[src/hw/sonar_consts.svh]
// sonar receiver sizes, trigger threshold, template,
// uart bit length and hold-off length
`ifndef SONAR_CONSTS_SVH
`define SONAR_CONSTS_SVH

`define SONAR_SAMPLE_W   12          // signed sample width
`define SONAR_BUF_DEPTH  32          // power of two, ring wraps on pointer overflow
`define SONAR_TAPS       8           // template length
`define SONAR_LAGS       16          // lags searched from the trigger sample back

// bit k set -> tap k weighted +1, clear -> -1
`define SONAR_TEMPLATE   8'b1110_0010

`define SONAR_TRIG_LEVEL 1000        // magnitude that fires a capture
`define SONAR_BAUD_DIV   4           // clk cycles per uart bit, short for sim
`define SONAR_HOLDOFF    64          // disarmed clk cycles after a report

`endif
[src/hw/sonar_ctrl_pkg.sv]
// state enums for the pipeline controller and uart transmitter
// and the general counter select
`default_nettype none

package sonar_ctrl_pkg;

    typedef enum logic [2:0] {
        ctrl_idle, ctrl_triggered, ctrl_wait_cc, ctrl_wait_tx, ctrl_tx_start, ctrl_holdoff
    } ctrl_state_t;

    typedef enum logic [1:0] {uart_idle, uart_start, uart_data, uart_stop} uart_state_t;

    // select codes for the general counter
    typedef enum logic [1:0] {cnt_zero = 2'b00, cnt_hold = 2'b10, cnt_count = 2'b11} count_sel_t;

endpackage

`default_nettype wire

[src/hw/sonar_data_pkg.sv]
// datapath types: samples, correlation sums, buffer offsets, lag index
`default_nettype none

package sonar_data_pkg;

    `include "sonar_consts.svh"

    // one signed sample as delivered by the front end
    typedef logic signed [`SONAR_SAMPLE_W-1:0] sample_t;

    // correlation sum, 3 extra bits for 8 taps
    typedef logic signed [`SONAR_SAMPLE_W+2:0] acc_t;

    // offset back from the trigger sample, also the ring address
    typedef logic [4:0] buf_off_t;

    // lag index, sent as the uart byte
    typedef logic [7:0] lag_t;

endpackage

`default_nettype wire

[src/hw/sonar_top.sv]
// top level: ring buffer, correlator, controller, uart tx
`timescale 1ns/1ps
`default_nettype none

module sonar_top (
    input  wire logic                     clk,
    input  wire logic                     reset_b,
    input  wire logic                     sample_req,
    input  wire sonar_data_pkg::sample_t  sample_data,
    output logic                          sample_ack,
    output logic                          rs_tx,
    output logic                          busy         // capture in flight
);
    import sonar_data_pkg::*;

    logic     trigger, spi_en;
    logic     start_cc, cc_done;
    logic     tx_ready, tx_write_en;
    buf_off_t rd_off;
    sample_t  rd_data;
    lag_t     max_index;

    sample_ring_buffer i_buf (
        .clk         (clk),
        .reset_b     (reset_b),
        .sample_req  (sample_req),
        .sample_data (sample_data),
        .sample_ack  (sample_ack),
        .spi_en      (spi_en),
        .trigger     (trigger),
        .rd_off      (rd_off),
        .rd_data     (rd_data)
    );

    cross_correlator i_cc (
        .clk       (clk),
        .reset_b   (reset_b),
        .start_cc  (start_cc),
        .rd_off    (rd_off),
        .rd_data   (rd_data),
        .cc_done   (cc_done),
        .max_index (max_index)
    );

    pipeline_controller i_ctrl (
        .clk                (clk),
        .reset_b            (reset_b),
        .trigger            (trigger),
        .cc_done            (cc_done),
        .tx_ready           (tx_ready),
        .rs_tx              (rs_tx),
        .trigger_persistent (busy),
        .start_cc           (start_cc),
        .tx_write_en        (tx_write_en),
        .spi_en             (spi_en)
    );

    uart_tx i_tx (
        .clk         (clk),
        .reset_b     (reset_b),
        .tx_write_en (tx_write_en),
        .tx_data     (max_index),      // held by the correlator until next start
        .tx_ready    (tx_ready),
        .rs_tx       (rs_tx)
    );

endmodule

`default_nettype wire

[src/hw/uart_tx.sv]
// 8N1 uart transmitter, lsb first, ready while idle
`timescale 1ns/1ps
`default_nettype none

`include "sonar_consts.svh"

module uart_tx (
    input  wire logic                  clk,
    input  wire logic                  reset_b,
    input  wire logic                  tx_write_en,
    input  wire sonar_data_pkg::lag_t  tx_data,
    output logic                       tx_ready,
    output logic                       rs_tx
);
    import sonar_data_pkg::*;
    import sonar_ctrl_pkg::*;

    localparam int baud_w = $clog2(`SONAR_BAUD_DIV);

    uart_state_t       state;
    logic [baud_w-1:0] baud_cnt;
    logic [2:0]        bit_cnt;
    lag_t              shreg;
    logic              bit_end;

    assign bit_end  = (baud_cnt == baud_w'(`SONAR_BAUD_DIV - 1));
    assign tx_ready = (state == uart_idle);

    always_ff @(posedge clk or negedge reset_b) begin
        if (!reset_b) begin
            state    <= uart_idle;
            baud_cnt <= '0;
            bit_cnt  <= '0;
            shreg    <= '0;
            rs_tx    <= 1'b1;              // line idles high
        end else begin
            baud_cnt <= bit_end ? '0 : baud_cnt + 1'b1;
            case (state)
                uart_idle: begin
                    baud_cnt <= '0;
                    if (tx_write_en) begin
                        shreg <= tx_data;  // latch byte
                        rs_tx <= 1'b0;     // start bit
                        state <= uart_start;
                    end
                end
                uart_start: if (bit_end) begin
                    rs_tx   <= shreg[0];
                    shreg   <= shreg >> 1;
                    bit_cnt <= '0;
                    state   <= uart_data;
                end
                uart_data: if (bit_end) begin
                    if (bit_cnt == 3'd7) begin
                        rs_tx <= 1'b1;     // stop bit
                        state <= uart_stop;
                    end else begin
                        rs_tx   <= shreg[0];
                        shreg   <= shreg >> 1;
                        bit_cnt <= bit_cnt + 1'b1;
                    end
                end
                uart_stop: if (bit_end) state <= uart_idle;
                default: state <= uart_idle;
            endcase
        end
    end

endmodule

`default_nettype wire

[src/hw/cross_correlator.sv]
// sliding +/-1 template correlation over the frozen window,
// keeps the lag with the largest sum (first lag wins ties)
`timescale 1ns/1ps
`default_nettype none

`include "sonar_consts.svh"

module cross_correlator (
    input  wire logic                      clk,
    input  wire logic                      reset_b,
    input  wire logic                      start_cc,
    output sonar_data_pkg::buf_off_t       rd_off,
    input  wire sonar_data_pkg::sample_t   rd_data,
    output logic                           cc_done,
    output sonar_data_pkg::lag_t           max_index
);
    import sonar_data_pkg::*;

    localparam int lag_w = $clog2(`SONAR_LAGS);
    localparam int tap_w = $clog2(`SONAR_TAPS);
    localparam logic [`SONAR_TAPS-1:0] tmpl = `SONAR_TEMPLATE;
    localparam acc_t acc_min = {1'b1, {($bits(acc_t)-1){1'b0}}};

    logic             running;
    logic [lag_w-1:0] lag_cnt;
    logic [tap_w-1:0] tap_cnt;
    logic             last_tap, last_lag;
    acc_t             acc, term, acc_next;
    acc_t             lag_sum, best_sum;
    logic [lag_w-1:0] sum_lag;             // lag that lag_sum belongs to
    logic             sum_valid, sum_last;

    assign last_tap = (tap_cnt == tap_w'(`SONAR_TAPS - 1));
    assign last_lag = (lag_cnt == lag_w'(`SONAR_LAGS - 1));

    // window sample for this (lag, tap)
    assign rd_off = buf_off_t'(lag_cnt) + buf_off_t'(tap_cnt);

    always_comb begin
        term     = tmpl[tap_cnt] ? acc_t'(rd_data) : -acc_t'(rd_data);
        acc_next = acc + term;
    end

    always_ff @(posedge clk or negedge reset_b) begin
        if (!reset_b) begin
            running   <= 1'b0;
            lag_cnt   <= '0;
            tap_cnt   <= '0;
            acc       <= '0;
            lag_sum   <= '0;
            sum_lag   <= '0;
            sum_valid <= 1'b0;
            sum_last  <= 1'b0;
            best_sum  <= acc_min;
            max_index <= '0;
            cc_done   <= 1'b0;
        end else begin
            sum_valid <= 1'b0;
            cc_done   <= 1'b0;

            // compare stage, overlaps next lag's accumulation
            if (sum_valid) begin
                if (lag_sum > best_sum) begin      // strict, lowest lag kept on tie
                    best_sum  <= lag_sum;
                    max_index <= lag_t'(sum_lag);
                end
                cc_done <= sum_last;
            end

            if (start_cc) begin
                running   <= 1'b1;
                lag_cnt   <= '0;
                tap_cnt   <= '0;
                acc       <= '0;
                best_sum  <= acc_min;
                max_index <= '0;
            end else if (running) begin
                if (last_tap) begin
                    lag_sum   <= acc_next;         // full sum for this lag
                    sum_lag   <= lag_cnt;
                    sum_valid <= 1'b1;
                    sum_last  <= last_lag;
                    acc       <= '0;
                    tap_cnt   <= '0;
                    lag_cnt   <= lag_cnt + 1'b1;
                    if (last_lag) running <= 1'b0;
                end else begin
                    acc     <= acc_next;
                    tap_cnt <= tap_cnt + 1'b1;
                end
            end
        end
    end

endmodule

`default_nettype wire

[src/hw/sample_ring_buffer.sv]
// four-phase sample intake into a circular store, threshold trigger,
// read port addressed back from the last written sample
`timescale 1ns/1ps
`default_nettype none

`include "sonar_consts.svh"

module sample_ring_buffer (
    input  wire logic                      clk,
    input  wire logic                      reset_b,
    input  wire logic                      sample_req,
    input  wire sonar_data_pkg::sample_t   sample_data,
    output logic                           sample_ack,
    input  wire logic                      spi_en,      // low freezes the store
    output logic                           trigger,
    input  wire sonar_data_pkg::buf_off_t  rd_off,
    output sonar_data_pkg::sample_t        rd_data
);
    import sonar_data_pkg::*;

    sample_t  mem [`SONAR_BUF_DEPTH];
    buf_off_t last_addr;                   // address of newest sample
    logic     accept;
    logic [`SONAR_SAMPLE_W-1:0] mag;       // unsigned, -2048 fits as 2048
    logic     hit;

    // new request, not yet acked, intake armed
    assign accept = sample_req && !sample_ack && spi_en;

    assign mag = (sample_data < 0) ? -sample_data : sample_data;
    assign hit = (mag >= `SONAR_TRIG_LEVEL);

    always_ff @(posedge clk or negedge reset_b) begin
        if (!reset_b) begin
            sample_ack <= 1'b0;
            trigger    <= 1'b0;
            last_addr  <= '1;              // first write lands at 0
        end else begin
            trigger <= 1'b0;
            if (accept) begin
                sample_ack <= 1'b1;
                last_addr  <= last_addr + 1'b1;
                trigger    <= hit;         // rises with the ack
            end else if (!sample_req) begin
                sample_ack <= 1'b0;        // return to zero phase
            end
        end
    end

    always_ff @(posedge clk) begin
        if (accept) mem[last_addr + 1'b1] <= sample_data;
    end

    // offset 0 is the newest sample, wraps mod depth
    assign rd_data = mem[last_addr - rd_off];

endmodule

`default_nettype wire

[src/hw/pipeline_controller.sv]
// sequencer for trigger -> correlation -> uart report -> hold-off
// hold-off counted by an internal general counter
`timescale 1ns/1ps
`default_nettype none

`include "sonar_consts.svh"

module pipeline_controller (
    input  wire logic clk,
    input  wire logic reset_b,
    input  wire logic trigger,            // one-cycle pulse from the ring buffer
    input  wire logic cc_done,            // correlator finished
    input  wire logic tx_ready,           // uart idle
    input  wire logic rs_tx,              // line watched for the start bit
    output logic      trigger_persistent, // busy while a capture is in flight
    output logic      start_cc,
    output logic      tx_write_en,
    output logic      spi_en              // sample intake armed
);
    import sonar_ctrl_pkg::*;

    ctrl_state_t state, next_state;
    count_sel_t  count_sel;
    logic        holdoff_done;

    always_ff @(posedge clk or negedge reset_b) begin
        if (!reset_b) begin
            state <= ctrl_idle;
        end else begin
            state <= next_state;
        end
    end

    always_comb begin
        // defaults, overridden per state
        trigger_persistent = 1'b0;
        start_cc           = 1'b0;
        tx_write_en        = 1'b0;
        spi_en             = 1'b0;
        count_sel          = cnt_zero;
        next_state         = state;

        case (state)
            ctrl_idle: begin
                spi_en = 1'b1;                    // armed, buffer acks samples
                if (trigger) next_state = ctrl_triggered;
            end
            ctrl_triggered: begin
                trigger_persistent = 1'b1;
                start_cc           = 1'b1;        // single cycle kick
                next_state         = ctrl_wait_cc;
            end
            ctrl_wait_cc: begin
                trigger_persistent = 1'b1;
                if (cc_done) next_state = ctrl_wait_tx;
            end
            ctrl_wait_tx: begin
                // correlator keeps max_index, nothing to latch here
                trigger_persistent = 1'b1;
                if (tx_ready) next_state = ctrl_tx_start;
            end
            ctrl_tx_start: begin
                trigger_persistent = 1'b1;
                tx_write_en        = 1'b1;        // held until start bit seen
                if (!rs_tx) next_state = ctrl_holdoff;
            end
            ctrl_holdoff: begin
                count_sel = cnt_count;            // still disarmed
                if (holdoff_done) next_state = ctrl_idle;
            end
            default: begin
                spi_en     = 1'b1;
                next_state = ctrl_idle;
            end
        endcase
    end

    // hold-off in clk cycles
    general_counter #(
        .count_val (`SONAR_HOLDOFF)
    ) i_holdoff_cnt (
        .clk           (clk),
        .reset_b       (reset_b),
        .count_sel     (count_sel),
        .count_reached (holdoff_done)
    );

endmodule

`default_nettype wire

[src/hw/general_counter.sv]
// terminal counter with zero / hold / count selects
`timescale 1ns/1ps
`default_nettype none

module general_counter #(
    parameter int unsigned count_val = 16   // terminal value
) (
    input  wire logic                       clk,
    input  wire logic                       reset_b,
    input  wire sonar_ctrl_pkg::count_sel_t count_sel,
    output logic                            count_reached
);
    import sonar_ctrl_pkg::*;

    localparam int cnt_w = $clog2(count_val + 1);

    logic [cnt_w-1:0] count;

    always_ff @(posedge clk or negedge reset_b) begin
        if (!reset_b) begin
            count <= '0;
        end else begin
            case (count_sel)
                cnt_zero:  count <= '0;
                cnt_count: if (!count_reached) count <= count + 1'b1; // saturates at terminal
                default:   count <= count;                            // hold
            endcase
        end
    end

    assign count_reached = (count == cnt_w'(count_val));

endmodule

`default_nettype wire

[config.mk]
export PLATFORM = sky130hd
export DESIGN_NAME = sonar_top
export DESIGN_NICKNAME = d
export VERILOG_FILES = /design/src/hw/sonar_ctrl_pkg.sv /design/src/hw/sonar_data_pkg.sv /design/src/hw/sonar_top.sv /design/src/hw/uart_tx.sv /design/src/hw/cross_correlator.sv /design/src/hw/sample_ring_buffer.sv /design/src/hw/pipeline_controller.sv /design/src/hw/general_counter.sv
export VERILOG_INCLUDE_DIRS = /design/src /design/src/hw
export SDC_FILE = /design/constraint.sdc
export NUM_CORES = 1
export LEC_CHECK = 0
export ABC_AREA = 1
export BUFFER_PORTS_ARGS = -buffer_cell sky130_fd_sc_hd__buf_2
export CAP_MARGIN = 20
export CORE_UTILIZATION = 51
export DETAILED_ROUTE_END_ITERATION = 8
export GPL_ROUTABILITY_DRIVEN = 0
export PLACE_DENSITY = 0.66
export SYNTH_ARGS = -nofsm -noshare
export SYNTH_HDL_FRONTEND = slang
export SYNTH_SLANG_ARGS = --single-unit
[constraint.sdc]
create_clock -name clk -period 14.26 [get_ports clk]
set_clock_uncertainty 0.2 [all_clocks]
set_input_delay 2.852 -clock clk [delete_from_list [all_inputs] [get_ports clk]]
set_output_delay 2.852 -clock clk [all_outputs]
set_load 0.02 [all_outputs]
==> reports/results.ini, run 1 <==
[hold_path]
hold_end = i_tx.baud_cnt[0]
min-delay-start = i_tx.baud_cnt[0]
hold_depth = 1
holdCritPathClass = reg2reg

[job]
cap_viol_max_count = 0

[setup_path]
crit_fanout = 92
slowest_stage = buf_4
r2r_start = i_buf.last_addr[0]
startpoint_type = register
worst_setup_path_end_kind = register
max_stage_delay_ns = 0.83
crit_type = reg2reg
worstPathRequired_ns = 14.51
r2r_setup_slack_ns = 6.52
startpoint = i_buf.last_addr[0]
rr_endpoint = i_cc.lag_sum[13]
rr_worst_depth = 31
critPathArrivalTime_ns = 8.00

[detailed_routing]
vias = 14990
ant_nets = 0
drt-initial-drc-count = 1553
post_drt_wl_per_cell_um = 19.05
wl_um = 51770
vias_per_cell = 5.517
drcViolationCount = 0
dr.pass1.iters = 5

[synth]
syn_area_sq_um = 21850
synthCells = 2117
avgSynthCellArea_sq_um = 10.32
yosysUniqueCellTypes = 47
synth_nets = 2191
ys_seq_area_frac = 0.6347
synth-edff-count = 384
yosysWarnings = 0
synth_top_flop_cell = edfxtp_1
synth-seq-cells = 477
async_flop_share = 0.1950

[placement]
port_buffers = 17
dp_hpwl_um = 31580

[sta]
max_slew_margin = 0.2478
fin_crit_ns = 7.745
worst_pin_slew_ns = 1.128
rsz0062_at_grt = no
fin_crit_sh = 0.5431
maxSlewViolCount = 0
setup_tns_ns = 0
finalHoldViolCount = 0
setup_viol = 0
fmax_mhz = 129.1

[die]
ios = 18
die_area_sq_um = 43670
die_y_um = 209.0
start_util = 0.5186
rows = 75
coreArea_sq_um = 42130
die_w_um = 209.0

[cts]
tritoncts = yes
cts_resized = 0
clock-root-buffer = clkbuf_16
h-tree-depth = 2
cts_hold_buf = 0
ctsLongestPathBuffers = 3
insertion_delay_ns = 0.61
clkTransAtPathRegs_ns = 0.06
cts.sinks = 477
cts_buffers = 49
post_cts_buffers = 0

[grt]
gr-total-overflow = 0
grt_pass1_vias = 14270
grt.total_usage = 0.2415
grt_pass1_wl_um = 81170
antenna_found_initial = 0
grt_max_degree = 110

[run_status]
status = completed

[final_layout]
seqCellArea_sq_um = 13870
multi_input_area_sq_um = 6400
drive_above_1_share = 0.06933
antenna_cells = 0
areaGrowthSynthToFinish_pct = 9.661
fill_cells = 3525
finalNetCount = 2215

[flip-flops by register name, summed over array words and instances (netlist names), 5 cells and up]
signal                      cells
i_cc.best_sum                  15
i_ctrl.i_holdoff_cnt.count      7
i_cc.acc                       15
i_buf.last_addr                 5
i_cc.lag_sum                   15
i_buf.mem                     384
[worst max-delay path, delay by kind of cell, from the launching register on]
| family | cells | cell delay, ns |
|---|---|---|
| AOI/OAI and AO/OA | 10 | 2.26 |
| adders and majority gates | 5 | 2.08 |
| buffers and inverters | 7 | 1.36 |
| and+or+nand+nor | 9 | 1.05 |
| DFF | 1 | 0.57 |
[worst max path at each step]
stage                       endpoint  slack (ns)
global placement    i_cc.lag_sum[13]        6.72
global route        i_cc.lag_sum[13]        5.90
floorplan               i_cc.acc[12]        8.25
CTS                 i_cc.lag_sum[13]        6.50
finish              i_cc.lag_sum[13]        6.52
detailed placement  i_cc.lag_sum[13]        6.51
[per-stage QoR]
stage / util / worst slack [ns] / hold slack, ns / instance area, sq um / cells
6_report: 0.5687 / 6.515 / 0.2277 / 23960 / 2717
5_1_grt: 0.5687 / 5.902 / 0.2565 / 23960 / 2717
4_1_cts: 0.5672 / 6.498 / 0.2291 / 23900 / 2710
3_5_place_dp: 0.5324 / 6.512 / 0.2214 / 22430 / 2622
3_3_place_gp: 0.5308 / 6.721 / 0.2179 / 22370 / 2615
2_1_floorplan: - / 8.252 / 0.2085 / 21850 / 2117
[routing by layer]
layer,global-route usage,vias to the layer above,wire [um]
li1,-,7168,-
met1,0.3370,7195,22380
met2,0.3792,514,23740
met3,0.04133,112,3933
met4,0.09331,0,1705
met5,0,-,0
[cell usage after synthesis, drive strengths merged (2+ instances only)]
cell | n | area [sq um]
nor3b | 2 | 15.01
o22ai | 2 | 12.51
a211oi | 3 | 22.52
a21oi | 32 | 160.2
or2 | 3 | 18.77
dfstp | 7 | 183.9
clkbuf | 35 | 132.6
a31oi | 7 | 43.79
nor4 | 2 | 12.51
o21bai | 8 | 60.06
fa | 4 | 80.08
o21a | 2 | 15.01
inv | 297 | 1115
o211ai | 21 | 157.7
buf | 52 | 385.4
nand2 | 501 | 1911
o221ai | 24 | 210.2
ha | 55 | 688.2
xnor2 | 8 | 70.07
a21boi | 3 | 22.52
nand4 | 5 | 37.53
o21ai | 131 | 659.4
xor2 | 17 | 148.9
nor3 | 8 | 40.04
edfxtp | 384 | 11530
o31ai | 3 | 22.52
nand3 | 280 | 1401
nor2 | 128 | 485.5
dfrtp | 86 | 2152
[cell type report]
class                      instances  area share
clock buffer                      66     0.05467
clock inverter                    22    0.006580
inverter                         298     0.04668
multi-input combinational       1255      0.2671
sequential                       477      0.5787
tap                              539     0.02815
timing repair buffer              60     0.01807
[cells by family after synthesis]
| group | count (synthesis) | synth area share |
|---|---|---|
| AOI/OAI and AO/OA | 240 | 0.06517 |
| buffers and inverters | 385 | 0.07490 |
| DFF | 477 | 0.6347 |
| and+or+nand+nor | 931 | 0.1801 |
| adders and majority gates | 59 | 0.03516 |
| xor gates and xnor gates | 25 | 0.01002 |
[layout by cell type (no fill, tap or decap), types with 3 or more instances in the layout]
cell,instances
nand2_1,491
edfxtp_1,384
inv_1,295
nand3_1,280
nor2_1,126
o21ai_0,121
dfrtp_1,86
ha_1,55
clkbuf_16,49
buf_4,38
a21oi_1,32
o221ai_1,24
o211ai_1,21
xor2_1,16
buf_2,16
clkbuf_1,15
clkinv_1,11
o21ai_1,9
o21bai_1,8
xnor2_1,8
nor3_1,8
clkinv_2,8
nand2_2,7
a31oi_1,7
dfstp_2,7
buf_6,6
nand4_1,4
inv_2,3
or2_2,3
o31ai_1,3
a211oi_1,3
a21boi_0,3
fa_1,3
Power of run 1 is not shown: default switching activity piles up to over one toggle a cycle in this logic, so the estimate is an artifact.
==> run 2, diff against run 1 <==
==> constraint.sdc (replaced) <==
create_clock -name clk -period 8 [get_ports clk]
set_clock_uncertainty 0.2 [all_clocks]
set_input_delay 1.6 -clock clk [delete_from_list [all_inputs] [get_ports clk]]
set_output_delay 1.6 -clock clk [all_outputs]
set_load 0.02 [all_outputs]
==> run 2 against run 1 <==
- cell count grew 0.37%
- global-route usage hardly changed
- sequential cell count stayed put
- cell area grew 1.1%
==> reports/results.ini, run 2 (synthesis gave the netlist of run 1 again) <==
[run_status]
status = completed

[cts]
post_cts_buffers = 0  ; unchanged
clock-root-buffer = clkbuf_16
clkTransAtPathRegs_ns = 0.06  ; about the same
ctsLongestPathBuffers = 3  ; unchanged
cts_hold_buf = 0  ; unchanged
insertion_delay_ns = 0.62  ; about the same
cts.sinks = 477  ; unchanged
cts_resized = 0  ; unchanged
cts_buffers = 50  ; +2.0%
tritoncts = yes
h-tree-depth = 2  ; unchanged

[die]
die_area_sq_um = 43670  ; unchanged
ios = 18  ; unchanged
coreArea_sq_um = 42130  ; unchanged
die_w_um = 209.0  ; unchanged
die_y_um = 209.0  ; unchanged
rows = 75  ; unchanged
start_util = 0.5186  ; unchanged

[placement]
port_buffers = 17  ; unchanged
dp_hpwl_um = 32340  ; +2.4%
place_ws_ns = 0.6907  ; -5.821 ns
dpl.cell_count = 2631  ; +0.34%

[final_layout]
top_register = i_buf.mem
mostFrequentLayoutCells = 491 x nand2_1, 384 x edfxtp_1, 295 x inv_1
finalNetCount = 2222  ; +0.32%
layout.cells.non_filler = 2727  ; +0.37%
largest_reg_flops = 384  ; unchanged
areaGrowthSynthToFinish_pct = 10.82
antenna_cells = 0  ; unchanged
drive_above_1_share = 0.07724  ; +0.007910
final_common_cell = nand2_1
fill_cells = 3534  ; +0.26%

[setup_path]
startpoint_type = register
path_common_cell = nand2_1
slowest_stage = fa_4
crit_type = reg2reg
r2r_start = i_buf.last_addr[0]
crit_fanout = 36  ; -61%
critPathArrivalTime_ns = 7.68  ; -0.32 ns
worst_setup_path_end_kind = register
startpoint = i_buf.last_addr[0]
worstPathRequired_ns = 8.28  ; -6.23 ns
max_stage_delay_ns = 1.06  ; +0.23 ns

[grt]
top_usage_layer = met2
met3_usage = 0.04058  ; -0.0007514
grt_pass1_wl_um = 81070  ; -0.13%
antenna_found_initial = 0  ; unchanged
gr-usage-met2 = 0.3792  ; unchanged
grt.total_usage = 0.2415  ; about the same
gr-total-overflow = 0  ; unchanged
grt_pass1_vias = 14580  ; +2.2%
gr-usage-met1 = 0.3311  ; -0.005888
grt_max_degree = 139  ; +26%

[sta]
maxSlewViolCount = 0  ; unchanged
fin_crit_ns = 7.402  ; -0.3423 ns
finalWorstSetupSlack_ns = 0.5978  ; -5.918 ns
rsz0062_at_grt = no
fmax_mhz = 135.1  ; +4.6%
worst_pin_slew_ns = 1.111  ; -0.01705 ns
fin_crit_sh = 0.9253  ; +0.3822
setup_viol = 0  ; unchanged
finalHoldViolCount = 0  ; unchanged
setup_tns_ns = 0  ; unchanged
max_slew_margin = 0.2564  ; +0.008632

[hold_path]
holdCritPathClass = reg2reg
min-delay-start = i_tx.baud_cnt[0]

[detailed_routing]
drt-initial-drc-count = 1419  ; -8.6%
vias = 15010  ; +0.13%
dr.pass1.iters = 5  ; unchanged
post_drt_wl_per_cell_um = 18.88  ; -0.92%
ant_nets = 0  ; unchanged
drcViolationCount = 0  ; unchanged
vias_per_cell = 5.503  ; -0.24%
wl_um = 51480  ; -0.55%

[job]
cap_viol_max_count = 0  ; unchanged

-- run 2: cell count changes in the layout (fill, tap and decap cells not counted), moves of 2 or more --
cell       change
buf_6          -4
buf_4          +7
buf_12         +2
clkbuf_16      +3
bufinv_16      +3
clkinv_2       +5
clkbuf_1       -7
-- run 2: final cells by class --
cell class,instances,area [sq um],share of cell area
Sequential cell,477,13870,0.5727
Inverter,298,1119,0.04619
Timing Repair Buffer,66,508.0,0.02098
Clock buffer,61,1345,0.05555
Clock inverter,31,301.5,0.01245
Multi-Input combinational cell,1255,6400,0.2643
Tap cell,539,674.4,0.02785
-- run 2: worst paths after layout --
kind / slack, ns / to / cells after the start
worst max-delay path: 0.60 / i_cc.lag_sum[13] / 30
worst min-delay path: 0.24 / i_tx.baud_cnt[0] / 1
worst max register to register: 0.60 / i_cc.lag_sum[13] / 30
worst min register to register: 0.24 / i_tx.baud_cnt[0] / 1
max in group asynchronous: 5.74 / i_cc.best_sum[7] / 2
min in group asynchronous: 0.72 / i_tx.bit_cnt[0] / 1
-- run 2: stage by stage --
stage	utilization	hold slack, ns	cell area, sq um
after global routing	0.5747	0.2795	24210
after floorplan	-	0.2085	21850
final	0.5747	0.2368	24210
after CTS	0.5735	0.2368	24160
after global placement	0.5323	0.2186	22430
after detailed placement	0.5344	0.2297	22520
-- run 2: layer usage --
layer,wire (um),vias up
met3,3532,115
met5,0,-
met4,2110,0
met1,22310,7182
met2,23520,537
li1,-,7174
-- run 2: worst max-delay path, delay by kind of cell, from the launching register on --
family | cells | cell delay (ns)
AOI/OAI and AO/OA | 10 | 2.17
adders and majority gates | 5 | 2.35
buffers and inverters | 5 | 0.80
DFF | 1 | 0.57
and+or+nand+nor | 10 | 1.16
Power of run 2 is left out for the same reason.
